==> config.mk <==
export PLATFORM = sky130hd
export DESIGN_NAME = exec_cluster
export DESIGN_NICKNAME = d
export VERILOG_FILES = /design/src/fcpu_pkg.sv /design/src/reservation_station.sv /design/src/alu.sv /design/src/cdb_arbiter.sv /design/src/exec_cluster.sv
export VERILOG_INCLUDE_DIRS = /design/src /design/src/src
export SDC_FILE = /design/constraint.sdc
export NUM_CORES = 1
export LEC_CHECK = 0
export BUFFER_PORTS_ARGS = -buffer_cell sky130_fd_sc_hd__buf_2
export CELL_PAD_IN_SITES_DETAIL_PLACEMENT = 0
export CELL_PAD_IN_SITES_GLOBAL_PLACEMENT = 2
export CORE_MARGIN = 1.5
export CORE_UTILIZATION = 37
export DETAILED_ROUTE_END_ITERATION = 7
export PLACE_DENSITY_LB_ADDON = 0.1
export SLEW_MARGIN = 25
export SYNTH_ARGS = -nofsm -noshare
export SYNTH_HDL_FRONTEND = slang
export SYNTH_SLANG_ARGS = --single-unit
==> constraint.sdc <==
create_clock -name clk -period 7.1 [get_ports clk]
set_input_delay 0.355 -clock clk [delete_from_list [all_inputs] [get_ports clk]]
set_output_delay 0.355 -clock clk [all_outputs]
set_load 0.05 [all_outputs]
==> src/fcpu_consts.svh <==
`ifndef FCPU_CONSTS_SVH
`define FCPU_CONSTS_SVH

// ====================
// Datapath widths
// ====================
`define DATA_W      32
`define TAG_W       3     // Top bit selects the producing unit
`define OPC_W       4
`define N_STATIONS  4

// ====================
// ALU opcodes
// ====================
`define OPC_SL      4'd0
`define OPC_SRL     4'd1
`define OPC_SRA     4'd2
`define OPC_ADD     4'd3
`define OPC_ADDI    4'd4
`define OPC_SUB     4'd5
`define OPC_SUBI    4'd6
`define OPC_SAVE    4'd7
`define OPC_AND     4'd8
`define OPC_OR      4'd9
`define OPC_XOR     4'd10
`define OPC_SETI1   4'd11
`define OPC_SETI2   4'd12
`define OPC_NOP     4'd15

`endif

==> src/fcpu_pkg.sv <==
`include "fcpu_consts.svh"

package fcpu_pkg;

   typedef logic [`DATA_W-1:0] data_t;
   typedef logic [`TAG_W-1:0]  tag_t;   // MSB 0 for ALU, 1 for load unit

   typedef enum logic [`OPC_W-1:0] {
      SL    = `OPC_SL,
      SRL   = `OPC_SRL,
      SRA   = `OPC_SRA,
      ADD   = `OPC_ADD,
      ADDI  = `OPC_ADDI,
      SUB   = `OPC_SUB,
      SUBI  = `OPC_SUBI,
      SAVE  = `OPC_SAVE,
      AND   = `OPC_AND,
      OR    = `OPC_OR,
      XOR   = `OPC_XOR,
      SETI1 = `OPC_SETI1,
      SETI2 = `OPC_SETI2,
      NOP   = `OPC_NOP
   } opcode_e;

   // Either a value or the tag of its producer
   typedef struct packed {
      logic  filled;
      tag_t  tag;
      data_t data;
   } operand_t;

   typedef struct packed {
      tag_t     dest;
      opcode_e  opcode;
      operand_t a;
      operand_t b;
   } dispatch_t;

   // Resolved instruction as handed to the ALU
   typedef struct packed {
      tag_t    dest;
      opcode_e opcode;
      data_t   a;
      data_t   b;
   } calc_t;

   typedef struct packed {
      tag_t  tag;
      data_t data;
   } cdb_t;

endpackage

==> src/reservation_station.sv <==
`timescale 1ns/1ps
`include "fcpu_consts.svh"

module reservation_station #(
   parameter int N_STATIONS = `N_STATIONS
) (
   input  logic                clk,
   input  logic                nrst,

   input  logic                i_valid,
   input  fcpu_pkg::dispatch_t i_data,
   output logic                o_ready,

   output logic                o_issue_valid,
   output fcpu_pkg::calc_t     o_issue,
   input  logic                i_issue_ready,

   input  logic                i_cdb_valid,
   input  fcpu_pkg::cdb_t      i_cdb
);

   localparam int IDX_W = (N_STATIONS > 1) ? $clog2(N_STATIONS) : 1;

   logic [N_STATIONS-1:0] busy;
   logic [N_STATIONS-1:0] eligible;
   logic [IDX_W-1:0]      age [N_STATIONS];   // 0 is the youngest
   fcpu_pkg::dispatch_t   entry [N_STATIONS];
   fcpu_pkg::dispatch_t   new_entry;

   logic                  free_found;
   logic [IDX_W-1:0]      free_idx;
   logic                  sel_found;
   logic [IDX_W-1:0]      sel_idx;
   logic [IDX_W-1:0]      sel_age;
   logic                  accept;
   logic                  issue_fire;

   // Fill a waiting operand from a matching CDB broadcast
   function automatic fcpu_pkg::operand_t snoop(input fcpu_pkg::operand_t op,
                                                input logic               cdb_valid,
                                                input fcpu_pkg::cdb_t     cdb);
      fcpu_pkg::operand_t res;
      res = op;
      if (!op.filled && cdb_valid && (op.tag == cdb.tag)) begin
         res.filled = 1'b1;
         res.data   = cdb.data;
      end
      return res;
   endfunction

   // ====================
   // Allocation
   // ====================
   always_comb begin
      free_found = 1'b0;
      free_idx   = '0;
      for (int i = 0; i < N_STATIONS; i++) begin
         if (!busy[i] && !free_found) begin
            free_found = 1'b1;
            free_idx   = IDX_W'(i);
         end
      end
   end

   assign o_ready = free_found;
   assign accept  = i_valid && o_ready;

   // Same-cycle capture for the entry being written
   always_comb begin
      new_entry   = i_data;
      new_entry.a = snoop(i_data.a, i_cdb_valid, i_cdb);
      new_entry.b = snoop(i_data.b, i_cdb_valid, i_cdb);
   end

   // ====================
   // Oldest-ready select
   // ====================
   always_comb begin
      sel_found = 1'b0;
      sel_idx   = '0;
      sel_age   = '0;
      for (int i = 0; i < N_STATIONS; i++) begin
         eligible[i] = busy[i] && entry[i].a.filled && entry[i].b.filled;
         if (eligible[i] && (!sel_found || (age[i] > sel_age))) begin
            sel_found = 1'b1;
            sel_idx   = IDX_W'(i);
            sel_age   = age[i];
         end
      end
   end

   assign o_issue_valid  = sel_found;
   assign o_issue.dest   = entry[sel_idx].dest;
   assign o_issue.opcode = entry[sel_idx].opcode;
   assign o_issue.a      = entry[sel_idx].a.data;
   assign o_issue.b      = entry[sel_idx].b.data;
   assign issue_fire     = sel_found && i_issue_ready;

   // Ages stay dense: accept bumps everyone, issue closes the gap
   always_ff @(posedge clk) begin
      if (nrst) begin
         busy <= '0;
         for (int i = 0; i < N_STATIONS; i++) begin
            age[i] <= '0;
         end
      end else begin
         for (int i = 0; i < N_STATIONS; i++) begin
            if (accept && (free_idx == IDX_W'(i))) begin
               busy[i] <= 1'b1;
               age[i]  <= '0;
            end else if (issue_fire && (sel_idx == IDX_W'(i))) begin
               busy[i] <= 1'b0;
            end else if (busy[i]) begin
               if (accept && !(issue_fire && (age[i] > sel_age))) begin
                  age[i] <= age[i] + 1'b1;
               end else if (!accept && issue_fire && (age[i] > sel_age)) begin
                  age[i] <= age[i] - 1'b1;
               end
            end
         end
      end
   end

   always_ff @(posedge clk) begin
      for (int i = 0; i < N_STATIONS; i++) begin
         if (accept && (free_idx == IDX_W'(i))) begin
            entry[i] <= new_entry;
         end else begin
            entry[i].a <= snoop(entry[i].a, i_cdb_valid, i_cdb);
            entry[i].b <= snoop(entry[i].b, i_cdb_valid, i_cdb);
         end
      end
   end

endmodule

==> src/alu.sv <==
`timescale 1ns/1ps
`include "fcpu_consts.svh"

module alu (
   input  logic                clk,
   input  logic                nrst,

   input  logic                i_valid,
   input  fcpu_pkg::dispatch_t i_data,
   output logic                o_ready,

   input  logic                i_cdb_valid,
   input  fcpu_pkg::cdb_t      i_cdb,

   output logic                o_valid,
   output fcpu_pkg::cdb_t      o_result,
   input  logic                i_ready
);

   localparam int SHAMT_W = $clog2(`DATA_W);
   localparam int HALF_W  = `DATA_W / 2;

   logic               issue_valid;
   fcpu_pkg::calc_t    issue;
   logic               calc_ready;
   logic               calc_valid;
   fcpu_pkg::calc_t    calc;
   logic [SHAMT_W-1:0] shamt;
   fcpu_pkg::data_t    result;

   reservation_station #(
      .N_STATIONS(`N_STATIONS)
   ) u_rs (
      .clk           (clk),
      .nrst          (nrst),
      .i_valid       (i_valid),
      .i_data        (i_data),
      .o_ready       (o_ready),
      .o_issue_valid (issue_valid),
      .o_issue       (issue),
      .i_issue_ready (calc_ready),
      .i_cdb_valid   (i_cdb_valid),
      .i_cdb         (i_cdb)
   );

   assign calc_ready = !calc_valid || i_ready;   // Empty or draining

   always_ff @(posedge clk) begin
      if (nrst) begin
         calc_valid <= 1'b0;
      end else if (calc_ready) begin
         calc_valid <= issue_valid;
      end
   end

   always_ff @(posedge clk) begin
      if (calc_ready && issue_valid) begin
         calc <= issue;
      end
   end

   // ====================
   // Result
   // ====================
   assign shamt = calc.b[SHAMT_W-1:0];

   always_comb begin
      case (calc.opcode)
         fcpu_pkg::SL:                 result = calc.a << shamt;
         fcpu_pkg::SRL:                result = calc.a >> shamt;
         fcpu_pkg::SRA:                result = $signed(calc.a) >>> shamt;
         fcpu_pkg::ADD, fcpu_pkg::ADDI: result = calc.a + calc.b;
         fcpu_pkg::SUB, fcpu_pkg::SUBI: result = calc.a - calc.b;
         fcpu_pkg::SAVE:               result = calc.a + `DATA_W'd2;
         fcpu_pkg::AND:                result = calc.a & calc.b;
         fcpu_pkg::OR:                 result = calc.a | calc.b;
         fcpu_pkg::XOR:                result = calc.a ^ calc.b;
         fcpu_pkg::SETI1:              result = {{HALF_W{1'b0}}, calc.b[HALF_W-1:0]};
         fcpu_pkg::SETI2:              result = {calc.b[HALF_W-1:0], calc.a[HALF_W-1:0]};
         default:                      result = '0;   // NOP
      endcase
   end

   assign o_valid       = calc_valid;
   assign o_result.tag  = calc.dest;
   assign o_result.data = result;

endmodule

==> src/cdb_arbiter.sv <==
`timescale 1ns/1ps

module cdb_arbiter (
   input  logic           clk,
   input  logic           nrst,

   input  logic           i_alu_valid,
   input  fcpu_pkg::cdb_t i_alu,
   output logic           o_alu_ready,

   input  logic           i_ext_valid,
   input  fcpu_pkg::cdb_t i_ext,
   output logic           o_ext_ready,

   output logic           o_cdb_valid,
   output fcpu_pkg::cdb_t o_cdb
);

   logic last_alu;   // ALU won the previous grant
   logic grant_alu;
   logic grant_ext;

   // ====================
   // Round-robin grant
   // ====================
   // Under contention the side that lost last time goes first
   always_comb begin
      grant_alu = 1'b0;
      grant_ext = 1'b0;
      if (i_alu_valid && i_ext_valid) begin
         grant_alu = !last_alu;
         grant_ext = last_alu;
      end else begin
         grant_alu = i_alu_valid;
         grant_ext = i_ext_valid;
      end
   end

   always_ff @(posedge clk) begin
      if (nrst) begin
         last_alu <= 1'b0;
      end else if (grant_alu) begin
         last_alu <= 1'b1;
      end else if (grant_ext) begin
         last_alu <= 1'b0;
      end
   end

   assign o_alu_ready = grant_alu;
   assign o_ext_ready = grant_ext;

   // Broadcast the winner, no back-pressure past here
   assign o_cdb_valid = grant_alu || grant_ext;
   assign o_cdb       = grant_ext ? i_ext : i_alu;

endmodule

==> src/exec_cluster.sv <==
`timescale 1ns/1ps

module exec_cluster (
   input  logic                clk,
   input  logic                nrst,

   input  logic                i_disp_valid,
   input  fcpu_pkg::dispatch_t i_disp,
   output logic                o_disp_ready,

   input  logic                i_ext_valid,
   input  fcpu_pkg::cdb_t      i_ext,
   output logic                o_ext_ready,

   output logic                o_cdb_valid,
   output fcpu_pkg::cdb_t      o_cdb
);

   logic           alu_valid;
   fcpu_pkg::cdb_t alu_result;
   logic           alu_ready;
   logic           cdb_valid;
   fcpu_pkg::cdb_t cdb;

   alu u_alu (
      .clk         (clk),
      .nrst        (nrst),
      .i_valid     (i_disp_valid),
      .i_data      (i_disp),
      .o_ready     (o_disp_ready),
      .i_cdb_valid (cdb_valid),   // CDB loops back for operand capture
      .i_cdb       (cdb),
      .o_valid     (alu_valid),
      .o_result    (alu_result),
      .i_ready     (alu_ready)
   );

   cdb_arbiter u_arb (
      .clk         (clk),
      .nrst        (nrst),
      .i_alu_valid (alu_valid),
      .i_alu       (alu_result),
      .o_alu_ready (alu_ready),
      .i_ext_valid (i_ext_valid),
      .i_ext       (i_ext),
      .o_ext_ready (o_ext_ready),
      .o_cdb_valid (cdb_valid),
      .o_cdb       (cdb)
   );

   assign o_cdb_valid = cdb_valid;
   assign o_cdb       = cdb;

endmodule

-- After elaboration in Yosys (flattened, before gate mapping)
Memory sizes are Yosys's and may differ from the RTL's. A register that Yosys moved wholly into a read port is not among the register bits.
Index checks and enable logic that the tools add are counted.
- $add $sub $neg: 11
- order comparisons: 7
- equality and inequality tests: 28
- shift-type cells: 3
- multiplexer cells: 162
- bitwise operators: 23
- reduce and logical (&&, ||, !) cells: 98
- operators by type and width (kind ; number):
    $mux W32 ; 18
    $pmux W32 S11 ; 1
    $mux W36 ; 8
    $mux W1 ; 114
    $logic_and A1 B1 Y1 ; 58
    $mux W2 ; 20
    $mux W35 ; 1
    $add A32 B2 Y32 const B ; 1
    $add A32 B32 Y32 ; 1
    $and A32 B32 Y32 ; 1
    $or A32 B32 Y32 ; 1
    $shl A32 B5 Y32 ; 1
    $shr A32 B5 Y32 ; 1
    $sshr A32 B5 Y32 ; 1
    $sub A32 B32 Y32 ; 1
    $xor A32 B32 Y32 ; 1
    $eq A3 B3 Y1 ; 10
    $logic_not A1 Y1 ; 25
    $eq A4 B4 Y1 const B ; 5
    $or A1 B1 Y1 ; 20
    $eq A4 B3 Y1 const B ; 4
    $gt A2 B2 Y1 ; 7
    $reduce_bool A2 Y1 ; 5
    $add A2 B1 Y2 const B ; 4
    9 further kinds ; 23
- register bits: 6
- memory bits (writable): 324
- output and inout port bits: 38
- word-level logic and storage cells: 340
- memories: 2
- memory list (memory ; words ; width ; rd ports ; clocked after memory_dff ; wr ports ; line ; text):
    u_alu.u_rs.entry ; 4 ; 79 ; 5 ; 1 ; 4 ; reservation_station.sv:27 ; fcpu_pkg::dispatch_t entry [N_STATIONS];
    u_alu.u_rs.age ; 4 ; 2 ; 4 ; 0 ; 4 ; reservation_station.sv:26 ; logic [IDX_W-1:0] age [N_STATIONS];

-- Depth between registers and ports, before layout
An unclocked memory read counts as a cell.
- depth after elaboration: 28
- mapped depth: 31

-- Hierarchy
From an unflattened synthesis, not the netlist that was laid out.
- cell total of the unflattened synthesis: 2629
- area, all modules: 28210.8 um2
- by module, submodules not included (module ; times used ; cells an instance ; area an instance (um2) ; seq. area each (um2)):
    reservation_station ; 1 ; 1250 ; 16673.5 ; 9729.3
    alu ; 1 ; 1333 ; 10926.7 ; 2152.1
    cdb_arbiter ; 1 ; 46 ; 610.6 ; 20.0

-- Worst setup path before layout
Ideal clock, no wire load.
- kind: register -> register
- start point: register u_alu.u_rs.busy[0]
- end point: memory u_alu.u_rs.age[0][0] in the netlist's numbering (enable)
- arrival time: 6.472 ns
- required time: 6.847 ns
- slack: 0.375 ns
- cell stages (with the launch flop): 32
- path buffers: 6
- clock period less this slack: 6.725 ns
- cell sequence: dfxtp_1 > clkbuf_1 > and3_1 > nand2_1 > ha_1 > nor2b_1 > o21ai_0 > a21oi_1 > clkbuf_1 > a21oi_1 > ha_1 > nor2b_1 > o21ai_0 > a21oi_1 > clkbuf_1 > a211o_1 > o21ai_0 > ha_1 > nor2b_1 > o21ai_0 > a21boi_0 > clkbuf_1 > clkbuf_1 > buf_1 > a21oi_1 > ha_1 > nor2b_1 > o21ai_0 > nor3_1 > a21oi_1 > o22ai_1 > a211o_1
- RTL lines (element ; line ; text):
    from (decl) ; reservation_station.sv:24 ; logic [N_STATIONS-1:0] busy;
    from (signal assigned) ; reservation_station.sv:102 ; busy <= '0;
    from (signal, indexed assignment) ; reservation_station.sv:109 ; busy[i] <= 1'b1;
    from (signal, indexed assignment) ; reservation_station.sv:112 ; busy[i] <= 1'b0;
    to (decl) ; reservation_station.sv:26 ;

==> impl_metrics.py <==
metrics = {
    "timing": {
        "rsz0062_at_grt": "no",
        "min_period_ns": 6.62,
        "setup_viol": 0,
        "setup_slack_ns": 0.485,
        "finalSetupTns_ns": 0,
        "clock.fmax_mhz": 151,
        "slew_violations": 0,
        "finalCritPeriodShare_pct": 93.2,
        "worst_clock_skew_ns": 0.0280,
        "relSlewSlack_pct": 21.8,
        "hold_viol": 0,
        "tightest_slew_ns": 1.16,
    },
    "clock_network": {
        "numCtsBuffers": 47,
        "cts.sinks": 401,
        "cts_buffer_depth": 3,
        "cts-resized-gates": 0,
        "path_clk_slew_ns": 0.06,
        "h-tree-depth": 2,
        "clockRootBuffer": "clkbuf_16",
        "insertion_delay_ns": 0.60,
        "tritoncts": "yes",
    },
    "floorplan": {
        "die_y_um": 284,
        "chipWidth_um": 284,
        "coreArea_mm2": 0.0777,
        "row_count": 102,
        "initial_core_util_pct": 37.5,
        "dieArea_mm2": 0.0806,
        "io_pins": 156,
    },
    "yosys": {
        "ys.warnings.count": 0,
        "synth_edf_count": 387,
        "ys_seq_area_share_pct": 40.8,
        "async_reset_ff_share_pct": 0,
        "synth_ff_type": "edfxtp_1",
        "syn-num-nets": 3101,
        "synthDistinctLibCells": 97,
        "ys_seq_elements": 401,
        "syn_inst": 2870,
        "syn_area_per_cell_um2": 10.2,
        "syn-cell-area_mm2": 0.0292,
    },
    "global_route": {
        "grt_pass1_wl_um": 173000,
        "antenna_found_initial": 5,
        "globalRouteOverflowTotal": 0,
        "track_usage_pct": 29.3,
        "grt_pass1_vias": 23500,
        "grt_max_degree": 81,
    },
    "pwr": {
        "p_sw_mw": 4.03,
        "combinationalPowerShare_pct": 43.1,
        "power_mw": 9.94,
        "vdd_drop_max_mv": 0.191,
        "power.density_mw_per_mm2": 305,
        "p_leak_nw": 11.9,
        "intPower_mw": 5.91,
        "p_seq_share_pct": 33.6,
        "power_frac_clock_pct": 23.3,
        "p_sw_share_pct": 40.6,
    },
    "cells_and_area": {
        "layout_common_cells": "edfxtp_1, nand2_1, nor2_1, mux2_2, a21oi_1",
        "area_growth_pct": 11.8,
        "final_common_cell": "edfxtp_1",
        "drive_gt1_share_pct": 22.6,
        "final_nets": 3177,
    },
    "worst_setup_path": {
        "cp_slowest_stage_delay_ns": 0.60,
        "crit_family": "compound AO/OA/AOI/OAI gates",
        "critPathSlowestCell": "a31oi_2",
        "criticalPathCategory": "flip-flop to primary output",
        "cp_num_cells": 17,
        "endpoint_kind": "primary output",
        "r2r_end": "u_alu.u_rs.age[1][1]",
        "required_ns": 6.74,
        "crit_path_start": "u_alu.calc[2]",
        "cp_max_fo": 32,
        "reg2regPathDepth": 26,
        "r2r-start": "u_alu.u_rs.busy[0]",
        "critPathBufInv": 3,
        "crit_arrival_ns": 6.26,
        "cp-start-kind": "flip-flop",
        "reg2reg_slack_ns": 1.09,
        "crit_chain": "buf_4 > nor3_1 > buf_4 > and3_1 > nand2_1 > nor3_1 > a31oi_1 > nor2_1 > xnor2_1 > ha_1 > a21oi_1 > o21a_1 > o21ai_0 > a2111oi_0 > o211ai_1 > a31oi_2 > buf_2",
        "cp-endpoint": "o_cdb[28]",
    },
    "detailed_routing": {
        "drt.antenna.violating_nets": 0,
        "drt-total-wl_um": 121000,
        "vias": 24500,
        "drt_pre_antenna_iters": 5,
        "drc_errors": 0,
        "post_drt_wl_per_cell_um": 30.1,
        "routed_via_density": 6.08,
        "drt-initial-drc-count": 2674,
    },
    "outcome": {
        "status": "completed",
    },
    "worst_hold_path": {
        "hp-class": "input pin to flip-flop",
    },
    "placement": {
        "place_ws_ns": 1.11,
        "place_congestion": 0.963,
        "dp_hpwl_um": 87400,
        "portBuffers": 155,
    },
    "flow_run": {
        "drv_cap": 0,
    },
}
stage by stage:
step | cell area [um2] | instances | util, % | hold WS [ns]
2_1_floorplan | 29200 | 2870 | - | 0.451
6_report | 32600 | 4024 | 42.0 | 0.0462
5_1_grt | 32600 | 4021 | 42.0 | 0.0291
3_5_place_dp | 31100 | 3930 | 40.0 | 0.474
3_3_place_gp | 31100 | 3930 | 40.0 | 0.470
4_1_cts | 32600 | 4021 | 42.0 | 0.0187
registers in the layout, indices dropped and copies added (netlist names):
register          flops
u_alu.u_rs.entry    316
u_alu.calc           68
u_alu.u_rs.age        8
u_alu.u_rs.busy       4
u_alu.o_result        3
u_alu.o_valid         1
u_arb.last_alu        1
cells by family after synthesis:
group | after synthesis | share of synthesized area, %
mux | 435 | 18.6
xor+xnor | 98 | 2.94
buf+inv | 327 | 4.73
simple gates | 777 | 12.3
flops | 401 | 40.8
compound gates | 719 | 15.8
fa+ha+maj | 113 | 4.87
power groups by stage:
| stage | combinational, mW | clock [mW] | sequential [mW] |
|---|---|---|---|
| floorplan | 2.89 | 0 | 3.22 |
| global placement | 4.19 | 0 | 3.37 |
| detailed placement | 4.22 | 0 | 3.38 |
| CTS | 4.25 | 2.36 | 3.33 |
| global route | 4.59 | 2.45 | 3.36 |
| finish | 4.29 | 2.31 | 3.34 |
synth_stat cells, drive strengths merged (9+ instances only):
cell / n / share of area (%)
buf: 104 / 1.9
mux4: 58 / 4.5
o211ai: 22 / 0.57
a211oi: 22 / 0.60
nand2b: 24 / 0.51
or3: 9 / 0.19
a41oi: 14 / 0.42
nor3: 60 / 1.0
o221ai: 18 / 0.54
inv: 102 / 1.3
mux2: 245 / 9.6
a21oi: 215 / 3.7
o21ai: 195 / 3.4
o41ai: 11 / 0.33
edfxtp: 387 / 40
nand3: 61 / 1.0
xor2: 34 / 1.0
a221oi: 19 / 0.59
a211o: 9 / 0.27
xnor2: 64 / 1.9
nor4: 18 / 0.52
and2: 13 / 0.28
o22ai: 28 / 0.60
a22oi: 13 / 0.33
nor2b: 20 / 0.43
a31oi: 44 / 1.0
a21o: 20 / 0.51
o21a: 9 / 0.23
nand2: 254 / 3.3
clkbuf: 121 / 1.6
nor2: 249 / 3.2
dfxtp: 14 / 0.96
nand4: 15 / 0.32
and3: 13 / 0.28
ha: 112 / 4.8
mux2i: 132 / 4.6
layer usage:
metal,global-route usage (%),part of all wire (%),vias up
met5,0,0.025,-
met1,43.3,47,12400
li1,-,-,11000
met3,2.99,5.7,162
met4,7.53,2.7,4
met2,45.5,45,939
worst min path at each step:
stage	start	slack, ns	cells after the start	end
floorplan	u_arb.last_alu	0.45	1	u_arb.last_alu
global placement	u_arb.last_alu	0.47	1	u_arb.last_alu
detailed placement	u_arb.last_alu	0.47	1	u_arb.last_alu
CTS	i_disp[32]	0.02	1	u_alu.u_rs.entry[3][32]
global route	i_disp[68]	0.03	1	u_alu.u_rs.entry[1][68]
finish	i_disp[69]	0.05	1	u_alu.u_rs.entry[1][69]
final cells by class:
cell class                 count  area, um2
sequential                   401      11900
timing repair buffer         252       1520
multi-input combinational   2142      16100
inverter                     102        384
fill                        7626      45100
clock buffer                  61       1250
clock inverter                23        195
antenna                        3       7.51
tap                         1040       1300
what timing repair did:
| action | 4_1_cts | 5_1_grt |
|---|---|---|
| buffers inserted | 0 | 0 |
| hold buffers | 7 | 0 |
| hold endpoints to repair | 28 | 0 |
Note: power is estimated with default switching activity, not from simulation.
